==> src/lcd_config.svh <==
`ifndef LCD_CONFIG_SVH
`define LCD_CONFIG_SVH

// clock rate, also the cycles-per-microsecond factor
`define LCD_CLK_MHZ 25

// driver timing points in microseconds
`define LCD_POWERUP_US 500
`define LCD_INIT_END_US 440
`define LCD_WORD_US 50
`define LCD_E_START_US 1
`define LCD_E_END_US 14

// clear-display execution time, waited out by the writer
`define LCD_CLEAR_US 1600

// panel geometry
`define LCD_COLS 16
`define LCD_ROWS 2
`define LCD_ROW1_BASE 8'h40

// character buffer
`define LCD_FIFO_DEPTH 4

`endif

==> src/lcd_bus_pkg.sv <==
package lcd_bus_pkg;

	// driver phase
	typedef enum logic [1:0] {
		PHASE_POWERUP,	// waiting for panel supply to settle
		PHASE_INIT,	// four-word init sequence
		PHASE_IDLE,	// ready for a request
		PHASE_PULSE	// timing one enable pulse
	} lcd_phase_e;

	// instruction opcodes, low bits are or'd in by the user
	typedef enum logic [7:0] {
		CMD_CLEAR      = 8'h01,
		CMD_ENTRY_MODE = 8'h04,	// | {id, s}
		CMD_DISP_CTRL  = 8'h08,	// | {d, c, b}
		CMD_FUNC_SET   = 8'h30,	// 8-bit bus, | {n, f, 2'b00}
		CMD_SET_ADDR   = 8'h80	// | ddram address
	} lcd_cmd_e;

	typedef struct packed {
		logic       rs;	// 1 for data, 0 for instruction
		logic       rw;
		logic [7:0] data;
	} lcd_word_t;

	// init mode bits, same order as the panel's instruction fields
	typedef struct packed {
		logic n;	// two-line display
		logic f;	// 5x10 font
		logic d;	// display on
		logic c;	// cursor on
		logic b;	// cursor blink
		logic id;	// increment address
		logic s;	// shift display
	} lcd_mode_t;

endpackage

==> src/lcd_text_pkg.sv <==
package lcd_text_pkg;

	typedef enum logic [2:0] {
		W_IDLE,
		W_SEND_CHAR,
		W_SEND_ADDR,
		W_SEND_CLEAR,
		W_WAIT_BUSY,	// word accepted, driver still pulsing
		W_WAIT_CLEAR	// panel executing clear
	} writer_state_e;

	// characters handled as commands rather than printed
	typedef enum logic [7:0] {
		CODE_LF = 8'h0A,	// next row, column 0
		CODE_FF = 8'h0C	// clear screen, home cursor
	} ctrl_code_e;

	// 16x2 panel, so one row bit and four column bits
	typedef struct packed {
		logic       row;
		logic [3:0] col;
	} cursor_t;

endpackage

==> src/lcd_word_if.sv <==
interface lcd_word_if;
	import lcd_bus_pkg::*;

	logic      enable;	// one-cycle request strobe
	lcd_word_t word;	// valid with enable
	logic      busy;	// driver level, high while a word is in flight

	modport writer (
		output enable,
		output word,
		input  busy
	);

	modport driver (
		input  enable,
		input  word,
		output busy
	);

endinterface
==> src/char_fifo.sv <==
`include "lcd_config.svh"

module char_fifo (
	input  logic       clk,
	input  logic       arst_n,
	input  logic       wr_en,
	input  logic [7:0] wr_data,
	input  logic       rd_en,
	output logic [7:0] rd_data,
	output logic       empty,
	output logic       full
);
	localparam int DEPTH = `LCD_FIFO_DEPTH;
	localparam int PTR_W = (DEPTH > 1) ? $clog2(DEPTH) : 1;
	localparam int CNT_W = $clog2(DEPTH + 1);

	logic [7:0]       mem [DEPTH];
	logic [PTR_W-1:0] wr_ptr;
	logic [PTR_W-1:0] rd_ptr;
	logic [CNT_W-1:0] count;
	logic [CNT_W-1:0] count_next;
	logic             do_wr;
	logic             do_rd;

	assign do_wr = wr_en && !full;	// overflow is dropped
	assign do_rd = rd_en && !empty;
	assign rd_data = mem[rd_ptr];	// head is visible without a read

	always_comb begin
		count_next = count;
		if (do_wr && !do_rd)
			count_next = count + 1'b1;
		else if (do_rd && !do_wr)
			count_next = count - 1'b1;
	end

	always_ff @(posedge clk or negedge arst_n) begin
		if (!arst_n) begin
			wr_ptr <= '0;
			rd_ptr <= '0;
			count  <= '0;
			empty  <= 1'b1;
			full   <= 1'b0;
		end else begin
			if (do_wr)
				wr_ptr <= (wr_ptr == PTR_W'(DEPTH - 1)) ? '0 : wr_ptr + 1'b1;
			if (do_rd)
				rd_ptr <= (rd_ptr == PTR_W'(DEPTH - 1)) ? '0 : rd_ptr + 1'b1;
			count <= count_next;
			empty <= (count_next == '0);
			full  <= (count_next == CNT_W'(DEPTH));
		end
	end

	always_ff @(posedge clk) begin
		if (do_wr)
			mem[wr_ptr] <= wr_data;
	end

endmodule

==> src/lcd_driver.sv <==
`include "lcd_config.svh"

module lcd_driver (
	input  logic                   clk,
	input  logic                   arst_n,
	input  lcd_bus_pkg::lcd_mode_t mode,
	lcd_word_if.driver             word_port,
	output logic                   e,
	output logic                   rs,
	output logic                   rw,
	output logic [7:0]             lcd_data
);
	import lcd_bus_pkg::*;

	localparam int CYC_US       = `LCD_CLK_MHZ;
	localparam int POWERUP_CYC  = `LCD_POWERUP_US * CYC_US;
	localparam int INIT_END_CYC = `LCD_INIT_END_US * CYC_US;
	localparam int WORD_CYC     = `LCD_WORD_US * CYC_US;
	localparam int E_START_CYC  = `LCD_E_START_US * CYC_US;
	localparam int E_END_CYC    = `LCD_E_END_US * CYC_US;
	localparam int MAX_CYC      = (POWERUP_CYC > INIT_END_CYC) ? POWERUP_CYC : INIT_END_CYC;
	localparam int CNT_W        = $clog2(MAX_CYC + 1);

	// init sequence edges, 10 us pulses with 50/50/200/100 us gaps
	localparam int FS_END  = 10 * CYC_US;
	localparam int DC_BEG  = 60 * CYC_US;
	localparam int DC_END  = 70 * CYC_US;
	localparam int CLR_BEG = 120 * CYC_US;
	localparam int CLR_END = 130 * CYC_US;
	localparam int EM_BEG  = 330 * CYC_US;
	localparam int EM_END  = 340 * CYC_US;

	lcd_phase_e       phase;
	logic [CNT_W-1:0] cnt;
	logic [CNT_W-1:0] cnt_nxt;
	logic             busy_q;
	logic             init_e;
	logic [7:0]       init_data;

	assign cnt_nxt = cnt + 1'b1;
	assign word_port.busy = busy_q;

	// init word for the current count, data held through the following gap
	always_comb begin
		init_e = 1'b0;
		if (cnt < CNT_W'(FS_END)) begin
			init_e    = 1'b1;
			init_data = CMD_FUNC_SET | {4'b0000, mode.n, mode.f, 2'b00};
		end else if (cnt < CNT_W'(DC_BEG)) begin
			init_data = CMD_FUNC_SET | {4'b0000, mode.n, mode.f, 2'b00};
		end else if (cnt < CNT_W'(DC_END)) begin
			init_e    = 1'b1;
			init_data = CMD_DISP_CTRL | {5'b00000, mode.d, mode.c, mode.b};
		end else if (cnt < CNT_W'(CLR_BEG)) begin
			init_data = CMD_DISP_CTRL | {5'b00000, mode.d, mode.c, mode.b};
		end else if (cnt < CNT_W'(CLR_END)) begin
			init_e    = 1'b1;
			init_data = CMD_CLEAR;
		end else if (cnt < CNT_W'(EM_BEG)) begin
			init_data = CMD_CLEAR;
		end else if (cnt < CNT_W'(EM_END)) begin
			init_e    = 1'b1;
			init_data = CMD_ENTRY_MODE | {6'b000000, mode.id, mode.s};
		end else begin
			init_data = CMD_ENTRY_MODE | {6'b000000, mode.id, mode.s};
		end
	end

	always_ff @(posedge clk or negedge arst_n) begin
		if (!arst_n) begin
			phase    <= PHASE_POWERUP;
			cnt      <= '0;
			busy_q   <= 1'b1;
			e        <= 1'b0;
			rs       <= 1'b0;
			rw       <= 1'b0;
			lcd_data <= 8'h00;
		end else begin
			case (phase)
				PHASE_POWERUP: begin
					if (cnt == CNT_W'(POWERUP_CYC - 1)) begin
						cnt   <= '0;
						phase <= PHASE_INIT;
					end else begin
						cnt <= cnt_nxt;
					end
				end
				PHASE_INIT: begin
					rs       <= 1'b0;	// instructions only
					rw       <= 1'b0;
					e        <= init_e;
					lcd_data <= init_data;
					if (cnt == CNT_W'(INIT_END_CYC - 1)) begin
						cnt      <= '0;
						e        <= 1'b0;
						lcd_data <= 8'h00;
						phase    <= PHASE_IDLE;	// busy drops one cycle later
					end else begin
						cnt <= cnt_nxt;
					end
				end
				PHASE_IDLE: begin
					cnt <= '0;
					if (word_port.enable && !busy_q) begin
						rs       <= word_port.word.rs;
						rw       <= word_port.word.rw;
						lcd_data <= word_port.word.data;
						busy_q   <= 1'b1;
						phase    <= PHASE_PULSE;
					end else begin
						busy_q   <= 1'b0;
						rs       <= 1'b0;
						rw       <= 1'b0;
						lcd_data <= 8'h00;
					end
				end
				PHASE_PULSE: begin
					cnt <= cnt_nxt;
					e   <= (cnt_nxt >= CNT_W'(E_START_CYC)) && (cnt_nxt < CNT_W'(E_END_CYC));
					if (cnt_nxt == CNT_W'(WORD_CYC)) begin
						e        <= 1'b0;
						rs       <= 1'b0;
						rw       <= 1'b0;
						lcd_data <= 8'h00;
						phase    <= PHASE_IDLE;
					end
				end
				default: phase <= PHASE_POWERUP;
			endcase
		end
	end

endmodule

==> src/lcd_subsystem.sv <==
module lcd_subsystem (
	input  logic                   clk,
	input  logic                   arst_n,
	input  lcd_bus_pkg::lcd_mode_t mode,
	input  logic                   char_valid,
	input  logic [7:0]             char_data,
	output logic                   char_full,
	output logic                   lcd_e,
	output logic                   lcd_rs,
	output logic                   lcd_rw,
	output logic [7:0]             lcd_data
);
	logic [7:0] fifo_data;
	logic       fifo_empty;
	logic       fifo_pop;

	lcd_word_if word_bus ();	// writer to driver requests

	char_fifo u_char_fifo (
		.clk     (clk),
		.arst_n  (arst_n),
		.wr_en   (char_valid),
		.wr_data (char_data),
		.rd_en   (fifo_pop),
		.rd_data (fifo_data),
		.empty   (fifo_empty),
		.full    (char_full)
	);

	lcd_text_writer u_text_writer (
		.clk       (clk),
		.arst_n    (arst_n),
		.empty     (fifo_empty),
		.char_data (fifo_data),
		.pop       (fifo_pop),
		.word_port (word_bus.writer)
	);

	lcd_driver u_driver (
		.clk       (clk),
		.arst_n    (arst_n),
		.mode      (mode),
		.word_port (word_bus.driver),
		.e         (lcd_e),
		.rs        (lcd_rs),
		.rw        (lcd_rw),
		.lcd_data  (lcd_data)
	);

endmodule

==> src/lcd_text_writer.sv <==
`include "lcd_config.svh"

module lcd_text_writer (
	input  logic       clk,
	input  logic       arst_n,
	input  logic       empty,
	input  logic [7:0] char_data,
	output logic       pop,
	lcd_word_if.writer word_port
);
	import lcd_bus_pkg::*;
	import lcd_text_pkg::*;

	localparam int CLEAR_CYC = `LCD_CLEAR_US * `LCD_CLK_MHZ;
	localparam int CLR_W     = $clog2(CLEAR_CYC);

	writer_state_e    state;
	writer_state_e    ret_state;	// where to go once busy falls
	cursor_t          cursor;
	logic             row_next;
	logic [7:0]       row_base;
	logic [7:0]       char_q;
	logic             enable_q;
	lcd_word_t        word_q;
	lcd_word_t        next_word;
	logic             send_go;
	logic [CLR_W-1:0] clr_cnt;

	assign pop = (state == W_IDLE) && !empty;
	assign row_next = (cursor.row == 1'(`LCD_ROWS - 1)) ? 1'b0 : cursor.row + 1'b1;
	assign row_base = cursor.row ? `LCD_ROW1_BASE : 8'h00;
	assign send_go = (state inside {W_SEND_CHAR, W_SEND_ADDR, W_SEND_CLEAR}) && !word_port.busy;

	assign word_port.enable = enable_q;
	assign word_port.word   = word_q;

	always_comb begin
		next_word.rw = 1'b0;	// never reads the panel
		case (state)
			W_SEND_CHAR: begin
				next_word.rs   = 1'b1;
				next_word.data = char_q;
			end
			W_SEND_ADDR: begin
				next_word.rs   = 1'b0;
				next_word.data = CMD_SET_ADDR | row_base;	// cursor already on new row
			end
			default: begin
				next_word.rs   = 1'b0;
				next_word.data = CMD_CLEAR;
			end
		endcase
	end

	always_ff @(posedge clk or negedge arst_n) begin
		if (!arst_n) begin
			state     <= W_IDLE;
			ret_state <= W_IDLE;
			cursor    <= '0;
			enable_q  <= 1'b0;
			clr_cnt   <= '0;
		end else begin
			enable_q <= 1'b0;
			case (state)
				W_IDLE: begin
					if (!empty) begin
						case (char_data)
							CODE_FF: state <= W_SEND_CLEAR;
							CODE_LF: begin
								cursor <= '{row: row_next, col: 4'd0};
								state  <= W_SEND_ADDR;
							end
							default: state <= W_SEND_CHAR;
						endcase
					end
				end
				W_SEND_CHAR: begin
					if (send_go) begin
						enable_q <= 1'b1;
						state    <= W_WAIT_BUSY;
						if (cursor.col == 4'(`LCD_COLS - 1)) begin	// row full
							cursor    <= '{row: row_next, col: 4'd0};
							ret_state <= W_SEND_ADDR;
						end else begin
							cursor.col <= cursor.col + 1'b1;
							ret_state  <= W_IDLE;
						end
					end
				end
				W_SEND_ADDR: begin
					if (send_go) begin
						enable_q  <= 1'b1;
						ret_state <= W_IDLE;
						state     <= W_WAIT_BUSY;
					end
				end
				W_SEND_CLEAR: begin
					if (send_go) begin
						enable_q  <= 1'b1;
						cursor    <= '0;	// panel homes on clear
						ret_state <= W_WAIT_CLEAR;
						state     <= W_WAIT_BUSY;
					end
				end
				W_WAIT_BUSY: begin
					// busy rises one cycle after the strobe, so skip that cycle
					if (!enable_q && !word_port.busy) begin
						clr_cnt <= '0;
						state   <= ret_state;
					end
				end
				W_WAIT_CLEAR: begin
					if (clr_cnt == CLR_W'(CLEAR_CYC - 1))
						state <= W_IDLE;
					else
						clr_cnt <= clr_cnt + 1'b1;
				end
				default: state <= W_IDLE;
			endcase
		end
	end

	always_ff @(posedge clk) begin
		if (pop)
			char_q <= char_data;
		if (send_go)
			word_q <= next_word;
	end

endmodule

==> config.mk <==
export PLATFORM = sky130hd
export DESIGN_NAME = lcd_subsystem
export DESIGN_NICKNAME = d
export VERILOG_FILES = /design/src/lcd_bus_pkg.sv /design/src/lcd_text_pkg.sv /design/src/lcd_word_if.sv /design/src/char_fifo.sv /design/src/lcd_driver.sv /design/src/lcd_subsystem.sv /design/src/lcd_text_writer.sv
export VERILOG_INCLUDE_DIRS = /design/src /design/src/src
export SDC_FILE = /design/constraint.sdc
export NUM_CORES = 1
export LEC_CHECK = 0
export BUFFER_PORTS_ARGS = -buffer_cell sky130_fd_sc_hd__buf_2
export CORE_ASPECT_RATIO = 1.25
export CORE_MARGIN = 2
export CORE_UTILIZATION = 30
export DETAILED_ROUTE_END_ITERATION = 10
export GPL_TIMING_DRIVEN = 0
export PLACE_DENSITY = 0.44
export RECOVER_POWER = 25
export SETUP_SLACK_MARGIN = 0.3
export SLEW_MARGIN = 5
export SYNTH_ARGS = -nofsm -noshare
export SYNTH_HDL_FRONTEND = slang
export SYNTH_SLANG_ARGS = --single-unit
export TNS_END_PERCENT = 1
==> constraint.sdc <==
create_clock -name clk -period 5.85 [get_ports clk]
set_clock_uncertainty 0.05 [all_clocks]
set_input_delay 0.585 -clock clk [delete_from_list [all_inputs] [get_ports clk]]
set_output_delay 0.585 -clock clk [all_outputs]
set_load 0.02 [all_outputs]
-- Word level (Yosys, flattened, before mapping)
Memory sizes are Yosys's and may differ from the RTL's.
Index checks and enable logic that the tools add are counted.
Widths: inputs -> output; s select.
- memories: 1
- word-level logic and storage cells: 169
- bits in registers: 82
- input bits: 18
- bits in writable memories: 32
- $lt $le $gt $ge: 9
- reduce and logical (&&, ||, !) cells: 32
- equality and inequality tests: 32
- muxes and demuxes: 66
- $add $sub $neg: 8
- memories (name ; depth ; bits a word ; read ports ; clocked after memory_dff ; write ports ; line ; text):
    u_char_fifo.mem ; 4 ; 8 ; 1 ; 0 ; 1 ; char_fifo.sv:17 ; logic [7:0] mem [DEPTH];
- operators by type and width (operator ; number):
    $mux 8 ; 8
    $pmux 14 s4 ; 1
    $mux 16 ; 2
    $pmux 16 s2 ; 1
    $mux 3 ; 10
    $eq 14x14->1 const B ; 2
    $lt 14x11->1 const B ; 2
    $lt 14x12->1 const B ; 2
    $lt 14x14->1 const B ; 2
    $mux 14 ; 2
    $pmux 8 s3 ; 1
    $mux 5 ; 4
    $ne 2x1->1 const B ; 10
    $mux 1 ; 19
    $add 16x1->16 const B ; 1
    $eq 16x16->1 const B ; 1
    $eq 8x4->1 const B ; 2
    $pmux 8 s2 ; 1
    $pmux 5 s3 ; 1
    $add 14x1->14 const B ; 1
    $eq 14x11->1 const B ; 1
    $ge 14x5->1 const B ; 1
    $lt 14x8->1 const B ; 1
    $lt 14x9->1 const B ; 1
    other kinds (34) ; 70

-- Depth between registers and ports, before layout
Gate-level depths: netlist of the first run.
- depth in word-level cells: 10
- gate-level depth with buffers: 9
- mapped depth without buffers: 9

-- Cells and area by module
Synthesis of the first run repeated with hierarchy kept, for this count alone.
- cells, all modules: 556
- area, all modules: 6122.1 um^2
- modules (own cells, without submodules) (module ; area each (um^2) ; times used ; seq. area each (um^2) ; cells each):
    lcd_text_writer ; 2308.5 ; 1 ; 1186.1 ; 211
    lcd_driver ; 2072.0 ; 1 ; 701.9 ; 245
    char_fifo ; 1741.7 ; 1 ; 1187.4 ; 100

-- Worst setup path after synthesis of the first run
No wires, ideal clock.
- kind: reg-to-reg
- start point: register u_char_fifo.rd_ptr[0]
- end point: register u_text_writer.cursor[4] in the netlist's numbering
- cell stages (with the launch flop): 9
- required time: 5678 ps
- data arrival time: 2434 ps
- path slack: 3244 ps
- cells stage by stage: dfrtp_1 > buf_6 > mux4_2 > or4b_1 > nor3_2 > nand3b_2 > a211oi_4 > mux2i_1 > nand2_1
- cells in the longest elaborated chain, start to end: 4
- ends and longest elaborated chain (element ; line ; text):
    start: declaration ; char_fifo.sv:19 ; logic [PTR_W-1:0] rd_ptr;
    start signal: assignment ; char_fifo.sv:48 ; rd_ptr <= (rd_ptr == PTR_W'(DEPTH - 1)) ? '0 : rd_ptr + 1'b1;
    $mem_v2 4x8 ; n/a ;
    net fifo_data[0] ; lcd_subsystem.sv:13 ; logic [7:0] fifo_data;
    $eq 8x4->1 ; lcd_text_writer.sv:67 ; case (char_data)
    $ne 2x2->1 (no line) ; n/a ;
    $reduce_and 6->1 (no line) ; n/a ;
    end signal: assignment ; lcd_text_writer.sv:70 ; cursor <= '{row: row_next, col: 4'd0};
    end signal: assignment ; lcd_text_writer.sv:82 ; cursor <= '{row: row_next, col: 4'd0};
    end: declaration ; lcd_text_writer.sv:19 ; cursor_t cursor;
The timed path passes the listed nets, and every way through them passes these cells.
A chain may end at the register's enable or synchronous reset.

==> flow_metrics.env, run 1 <==
export IMPL_worstHoldPathType="input pin to async pin"
export IMPL_cp_num_cells=2
export IMPL_synthDistinctLibCells=66
export IMPL_h_tree_depth=3
export IMPL_drv_cap=1
export IMPL_crit_fanout=44
export IMPL_status="complete, but fails checks"
export IMPL_power_density_nw_per_um2=358
export IMPL_setup_worst_path_class="input pin to async pin"
export IMPL_cts_post_setup_buffers_inserted=0
export IMPL_grt_setup_unrepaired="false"
export IMPL_numPortBuffers=28
export IMPL_ctsHoldBuffers=0
export IMPL_synth_top_area_share_pct=26.7
export IMPL_drcViolationCount=0
export IMPL_drt_iter0_drc=258
export IMPL_place_gp_congestion=0.839
export IMPL_die_w_um=127
export IMPL_final_layout_size_suffix_gt1_share_pct=9.42
export IMPL_grt_usage_pct=13.3
export IMPL_timing_rr_start="u_driver.cnt[1]$_DFF_PN0_"
export IMPL_cts_sinks=112
export IMPL_hold_ws_ns=0.348
export IMPL_antenna_found_initial=0
export IMPL_arrival_ns=3.30
export IMPL_worstReg2RegEnd="u_driver.lcd_data[2]$_DFFE_PN0P_"
export IMPL_hold_viol_final=0
export IMPL_firstDrtPassIters=4
export IMPL_async_flop_share_pct=56.3
export IMPL_cts_buffers=9
export IMPL_path_buf_inv=2
export IMPL_synth_top_area_cell="dfrtp_1"
export IMPL_fp_coreArea_um2=18700
export IMPL_wl_um=12500
export IMPL_seqCellArea_um2=3050
export IMPL_ios=30
export IMPL_finalCritPeriodShare_pct=58.8
export IMPL_worstSetupStartpointType="input pin"
export IMPL_finalSetupViolCount=0
export IMPL_tightest_slew_ns=2.56
export IMPL_p_int_mw=1.55
export IMPL_start_util_pct=30.6
export IMPL_ys_seq_area_share_pct=53.4
export IMPL_diodes=0
export IMPL_grt_pass1_wl_um=21200
export IMPL_post_cts_resized=0
export IMPL_cts_path_max_buffers=2
export IMPL_cp_endpoint="u_driver.cnt[9]$_DFF_PN0_"
export IMPL_clock_fmax_ghz=0.291
export IMPL_seq_power_share_pct=47.8
export IMPL_cp_top_family="buffers and inverters"
export IMPL_syn2layout_area_growth_pct=12.4
export IMPL_reg2reg_slack_ns=2.49
export IMPL_synth_area_um2=5720
export IMPL_fp_row_count=56
export IMPL_multi_input_area_um2=2430
export IMPL_crit_path_frequent_cell="clkbuf_1"
export IMPL_drtAntennaViolNets=0
export IMPL_ys_ff_latch=112
export IMPL_switching_share_pct=32.4
export IMPL_syn_area_per_cell_um2=10.6
export IMPL_dieArea_um2=20200
export IMPL_end_kind="async pin"
export IMPL_path_cells="clkbuf_1, clkbuf_1"
export IMPL_layout_nets=613
export IMPL_via_per_inst=5.05
export IMPL_critPathLaunch="arst_n"
export IMPL_grt_start_max_net_pins=45
export IMPL_cts_clk_slew_worst_paths_ns=0.09
export IMPL_dpl_hpwl_um=8960
export IMPL_globalRoute_totalOverflow=0
export IMPL_fillerInstances=1908
export IMPL_yosysWarningCount=0
export IMPL_power_switching_mw=0.746
export IMPL_yosys_top_cells_area="dfrtp_1, edfxtp_1, nor2_1"
export IMPL_slowest_delay_ns=1.88
export IMPL_power_frac_comb_pct=25.8
export IMPL_netlist_instances=539
export IMPL_wl_per_cell_um=15.4
export IMPL_pwr_share_clk_pct=26.4
export IMPL_crit_required_ns=5.71
export IMPL_fin_crit_ns=3.44
export IMPL_syn_nets=573
export IMPL_crit_slowest_cell="clkbuf_1"
export IMPL_die_h_um=158
export IMPL_insertion_delay_ns=0.36
export IMPL_ys_flop_type="dfrtp_1"
export IMPL_slew_headroom_pct=-71.0
export IMPL_grt_pass1_vias=4224
export IMPL_cts_tree="built"
export IMPL_ir_drop_uv=157
export IMPL_worst_r2r_path_depth=8
export IMPL_via_count=4119
export IMPL_synth_edf_count=49
export IMPL_root_buffer="clkbuf_16"
export IMPL_setup_tns_final_ns=0
export IMPL_violations="max-capacitance violations, max-slew violations"
export IMPL_slew_violations=45
export IMPL_p_leak_nw=2.58
[placed cells by master (no fill, tap or decap), types with 12 or more instances in the layout]
cell type and count:
a21oi_1 18, and2_1 13, buf_2 20, clkbuf_1 35
dfrtp_1 61, edfxtp_1 49, ha_1 16, inv_1 30
nand2_1 52, nand3_1 21, nor2_1 60, o21ai_0 26
xnor2_1 14, xor2_1 12
[state kept, by name, indices dropped and copies added, names as in the netlist]
| name | cells |
|---|---|
| u_char_fifo.mem | 32 |
| u_text_writer.clr_cnt | 16 |
| u_driver.cnt | 14 |
| u_text_writer.word_port.word | 9 |
| u_driver.lcd_data | 8 |
| u_text_writer.char_q | 8 |
| u_text_writer.cursor | 5 |
| u_char_fifo.count | 3 |
| u_text_writer.state | 3 |
| u_char_fifo.rd_ptr | 2 |
| u_char_fifo.wr_ptr | 2 |
| u_driver.phase | 2 |
| u_text_writer.ret_state | 2 |
| u_char_fifo.empty | 1 |
| u_char_fifo.full | 1 |
| u_driver.e | 1 |
| u_driver.rs | 1 |
| u_driver.word_port.busy | 1 |
| u_text_writer.word_port.enable | 1 |
[cells in the mapped netlist (all sizes together), types with 4 or more instances]
master and number:
dfrtp 61, nor2 60, nand2 52, edfxtp 49, inv 30, o21ai 27
clkbuf 25, nand3 21, a21oi 18, ha 16, xnor2 14, and2 13
xor2 12, a31oi 9, and3 9, mux2i 9, mux4 8, nand4 8
nor2b 8, nor3 8, o31ai 7, or3 7, mux2 5, a21o 4
a22o 4, a22oi 4, buf 4, nand2b 4, nor4 4
[power by group through the flow]
stage | Clock (mW) | Combinational, mW | Sequential [mW]
detailed placement | 0 | 0.610 | 1.12
CTS | 0.633 | 0.611 | 1.10
global route | 0.666 | 0.680 | 1.12
floorplan | 0 | 0.458 | 1.09
finish | 0.606 | 0.593 | 1.10
global placement | 0 | 0.597 | 1.11
[per-layer routing]
layer / GRT usage [%] / up-vias / wire length (um)
met5: 0 / - / 0
met4: 7.69 / 0 / 361
met3: 2.32 / 26 / 379
met2: 22.3 / 77 / 6120
met1: 16.2 / 2014 / 5680
li1: - / 2002 / -
[layout make-up]
type | count | area share (%)
clock buffers | 9 | 3.50
flip-flops and latches | 112 | 47.5
plain buffers | 29 | 1.89
multi-input cells | 368 | 37.8
well taps | 232 | 4.52
inverters | 30 | 1.75
repair buffers | 29 | 2.06
clock inverters | 7 | 0.973
[through the flow]
step | util [%] | cells | total power [mW] | setup WS (ns) | area [um^2]
2_1_floorplan | - | 539 | 1.55 | 3.24 | 5720
3_3_place_gp | 32.9 | 799 | 1.71 | 2.53 | 6150
3_5_place_dp | 33.0 | 800 | 1.73 | 2.51 | 6180
4_1_cts | 34.6 | 816 | 2.35 | 2.51 | 6460
5_1_grt | 34.4 | 816 | 2.47 | 1.67 | 6430
6_report | 34.4 | 816 | 2.30 | 2.41 | 6430
[how the worst min path moves through the flow]
stage,from,endpoint,slack (ns),depth (start not counted)
6_report,arst_n,u_driver.lcd_data[0]$_DFFE_PN0P_,0.35,1
5_1_grt,arst_n,u_driver.lcd_data[0]$_DFFE_PN0P_,0.44,1
4_1_cts,arst_n,u_driver.lcd_data[0]$_DFFE_PN0P_,0.04,1
3_5_place_dp,u_char_fifo.count[2]$_DFF_PN0_,u_char_fifo.count[2]$_DFF_PN0_,0.43,1
3_3_place_gp,u_char_fifo.count[2]$_DFF_PN0_,u_char_fifo.count[2]$_DFF_PN0_,0.43,1
2_1_floorplan,arst_n,u_char_fifo.count[0]$_DFF_PN0_,0.24,0
[cell families after synthesis]
family,after synthesis,synth area share (%)
compound gates,98,11.5
xor+xnor,26,3.98
fa+ha+maj,17,3.68
buf+inv,59,4.09
flops,112,53.4
mux,22,6.04
other cells,1,0.0656
simple gates,204,17.2
(Power assumes the default switching activity.)
==> run 2: changes to the inputs <==
- ABC_AREA: default -> 1
- clock period: 5.85 -> 3.3 ns (I/O delays scaled with it)
==> run 2 against run 1 <==
Compared with the run above: the flow still finishes with violations (max-capacitance violations, max-slew violations); non-clock buffer count down 16; synthesized cell count is 33% higher; sequential power increased by 77%; setup slack got worse by 1.6 ns; largest power group unchanged; cell count grew 26%.
==> flow_metrics.env, run 2 <==
export IMPL_cts_tree="built"
export IMPL_start_util_pct=30.6
export IMPL_fp_coreArea_um2=19500
export IMPL_globalRoute_busiestLayer="met2"
export IMPL_slowest_delay_ns=0.53
export IMPL_mostFrequentLayoutCells="nand2_1, nor2_1, inv_1"
export IMPL_crit_required_ns=3.49
export IMPL_cts_sinks=112
export IMPL_arrival_ns=2.72
export IMPL_drt_iter0_drc=263
export IMPL_gr_usage_met2_pct=23.1
export IMPL_status="complete, but fails checks"
export IMPL_synth_area_um2=5960
export IMPL_grtUsageMet3_pct=2.72
export IMPL_synth_top_area_share_pct=25.6
export IMPL_wl_um=13300
export IMPL_crit_slowest_cell="o21ai_0"
export IMPL_worstSetupStartpointType="flip-flop"
export IMPL_yosysWarningCount=0
export IMPL_dieArea_um2=21000
export IMPL_die_h_um=162
export IMPL_grt_pass1_wl_um=22100
export IMPL_netlist_instances=718
export IMPL_dpl_hpwl_um=9900
export IMPL_slew_violations=63
export IMPL_root_buffer="clkbuf_16"
export IMPL_grt_setup_unrepaired="false"
export IMPL_ys_ff_latch=112
export IMPL_worstHoldPathType="input pin to flip-flop"
export IMPL_grtUsageMet1_pct=16.2
export IMPL_final_layout_size_suffix_gt1_share_pct=9.82
export IMPL_post_synth_top_count_cell="nand2_1"
export IMPL_setup_tns_final_ns=0
export IMPL_cts_path_max_buffers=2
export IMPL_largest_register_ffs=32
export IMPL_path_buf_inv=2
export IMPL_antenna_found_initial=0
export IMPL_async_flop_share_pct=56.3
export IMPL_synth_edf_count=49
export IMPL_fin_ws_ns=0.764
export IMPL_final_design_area_no_fill_um2=6720
export IMPL_synthDistinctLibCells=47
export IMPL_final_common_cell="nand2_1"
export IMPL_grt_start_max_net_pins=63
export IMPL_synth_top_area_cell="dfrtp_1"
export IMPL_synth_common_cells="nand2_1, nor2_1, inv_1"
export IMPL_seq_power_share_pct=46.9
export IMPL_drv_cap=1
export IMPL_p_int_mw=2.68
export IMPL_reg_largest_list="u_char_fifo.mem (32), u_text_writer.clr_cnt (16), u_driver.cnt (14)"
export IMPL_cts_post_setup_buffers_inserted=0
export IMPL_fillerInstances=2038
export IMPL_cts_buffers=9
export IMPL_grt_usage_pct=13.4
export IMPL_grt_pass1_vias=4647
export IMPL_tightest_slew_ns=1.66
export IMPL_ys_flop_type="dfrtp_1"
export IMPL_violations="max-capacitance violations, max-slew violations"
export IMPL_insertion_delay_ns=0.36
export IMPL_wl_per_cell_um=12.9
export IMPL_crit_path_frequent_cell="nand2_1"
export IMPL_diodes=0
export IMPL_post_cts_resized=0
export IMPL_numPortBuffers=28
export IMPL_ys_seq_area_share_pct=51.2
export IMPL_drtAntennaViolNets=0
export IMPL_cp_top_family="compound AO/OA/AOI/OAI gates"
export IMPL_pwr_share_clk_pct=25.8
export IMPL_drcViolationCount=0
export IMPL_syn_nets=752
export IMPL_die_w_um=130
export IMPL_power_switching_mw=1.48
export IMPL_place_area_um2=6460
export IMPL_hold_ws_ns=0.179
export IMPL_post_place_ws_ns=0.682
export IMPL_h_tree_depth=3
export IMPL_place_gp_congestion=0.864
export IMPL_via_per_inst=4.59
export IMPL_ir_drop_uv=302
export IMPL_regMostFlops="u_char_fifo.mem"
export IMPL_layout_nets=793
export IMPL_syn_area_per_cell_um2=8.30
export IMPL_globalRoute_totalOverflow=0
export IMPL_fp_row_count=57
export IMPL_clock_fmax_ghz=0.394
export IMPL_via_count=4723
export IMPL_ios=30
export IMPL_power_frac_comb_pct=27.3
export IMPL_yosys_top_cells_area="dfrtp_1, edfxtp_1, nand2_1"
export IMPL_end_kind="flip-flop"
export IMPL_hold_viol_final=0
export IMPL_syn2layout_area_growth_pct=12.8
export IMPL_p_leak_nw=2.97
export IMPL_crit_fanout=10
export IMPL_fin_crit_ns=2.54
export IMPL_finalCritPeriodShare_pct=76.8
export IMPL_setup_worst_path_class="flip-flop to flip-flop"
export IMPL_switching_share_pct=35.6
export IMPL_power_density_nw_per_um2=618
export IMPL_slew_headroom_pct=-10.6
export IMPL_cts_clk_slew_worst_paths_ns=0.08
export IMPL_path_cells="ha_1, inv_1, nor3_1, nand3_1, nand2_1, nand2_1, o21ai_0, buf_2, a21oi_1"
export IMPL_firstDrtPassIters=5
export IMPL_finalSetupViolCount=0
run 2: cell types whose count changed after synthesis, sizes merged, moves of 20 or more:
cell	delta
clkbuf	-23
inv	+60
nand2	+140
nand3	+36
nor2	+36
o21ai	+20
run 2: stage by stage:
step	power, mW	utilization [%]	cells
2_1_floorplan	2.78	-	718
3_3_place_gp	3.10	33.0	1011
3_5_place_dp	3.14	33.2	1012
4_1_cts	4.23	34.7	1029
5_1_grt	4.46	34.5	1029
6_report	4.15	34.5	1029
run 2: layer usage:
| layer | part of all wire (%) | up-vias | wire length (um) |
|---|---|---|---|
| met5 | 0 | - | 0 |
| met4 | 2.4 | 0 | 315 |
| met3 | 3.2 | 22 | 423 |
| met2 | 50 | 95 | 6690 |
| met1 | 44 | 2172 | 5870 |
| li1 | - | 2434 | - |
run 2: cell families after synthesis:
kind of cell | after synthesis | synth area share [%]
and+or+nand+nor | 386 | 28.0
DFF | 112 | 51.2
buffers and inverters | 103 | 6.87
AOI/OAI and AO/OA | 89 | 8.86
adders and majority gates | 16 | 3.36
xor gates and xnor gates | 11 | 1.62
other | 1 | 0.0630
run 2: final timing paths:
kind                                                        from                                  end  slack, ns  depth (start not counted)
worst max-delay path                   u_driver.cnt[1]$_DFF_PN0_            u_driver.cnt[9]$_DFF_PN0_       0.76                          9
worst min-delay path                                char_data[6]      u_char_fifo.mem[0][6]$_DFFE_PP_       0.18                          1
worst max register to register         u_driver.cnt[1]$_DFF_PN0_            u_driver.cnt[9]$_DFF_PN0_       0.76                          9
worst min register to register  u_driver.lcd_data[0]$_DFFE_PN0P_     u_driver.lcd_data[0]$_DFFE_PN0P_       0.43                          2
max in group asynchronous                                 arst_n  u_text_writer.cursor[0]$_DFFE_PN0P_       1.16                          3
min in group asynchronous                                 arst_n            u_driver.cnt[4]$_DFF_PN0_       0.23                          2
run 2: what timing repair did:
| action | in CTS | in global routing |
|---|---|---|
| endpoints found under the hold margin | 61 | 0 |
| hold buffers | 1 | 0 |
| setup endpoints to repair | 0 | 0 |
run 2: final cells by class:
class	count	area, um^2	area share, %
Multi-Input combinational cell	503	2500	37.2
Timing Repair Buffer	30	144	2.14
Sequential cell	112	3050	45.4
Buffer	12	67.6	1.01
Tap cell	265	332	4.94
Clock inverter	7	60.1	0.894
Clock buffer	9	225	3.35
Inverter	91	342	5.08
run 2: power by group through the flow:
stage / combinational [mW] / clock (mW) / sequential (mW)
detailed placement: 1.16 / 0 / 1.98
global placement: 1.13 / 0 / 1.97
finish: 1.13 / 1.07 / 1.95
floorplan: 0.839 / 0 / 1.94
global route: 1.32 / 1.16 / 1.98
CTS: 1.17 / 1.11 / 1.95
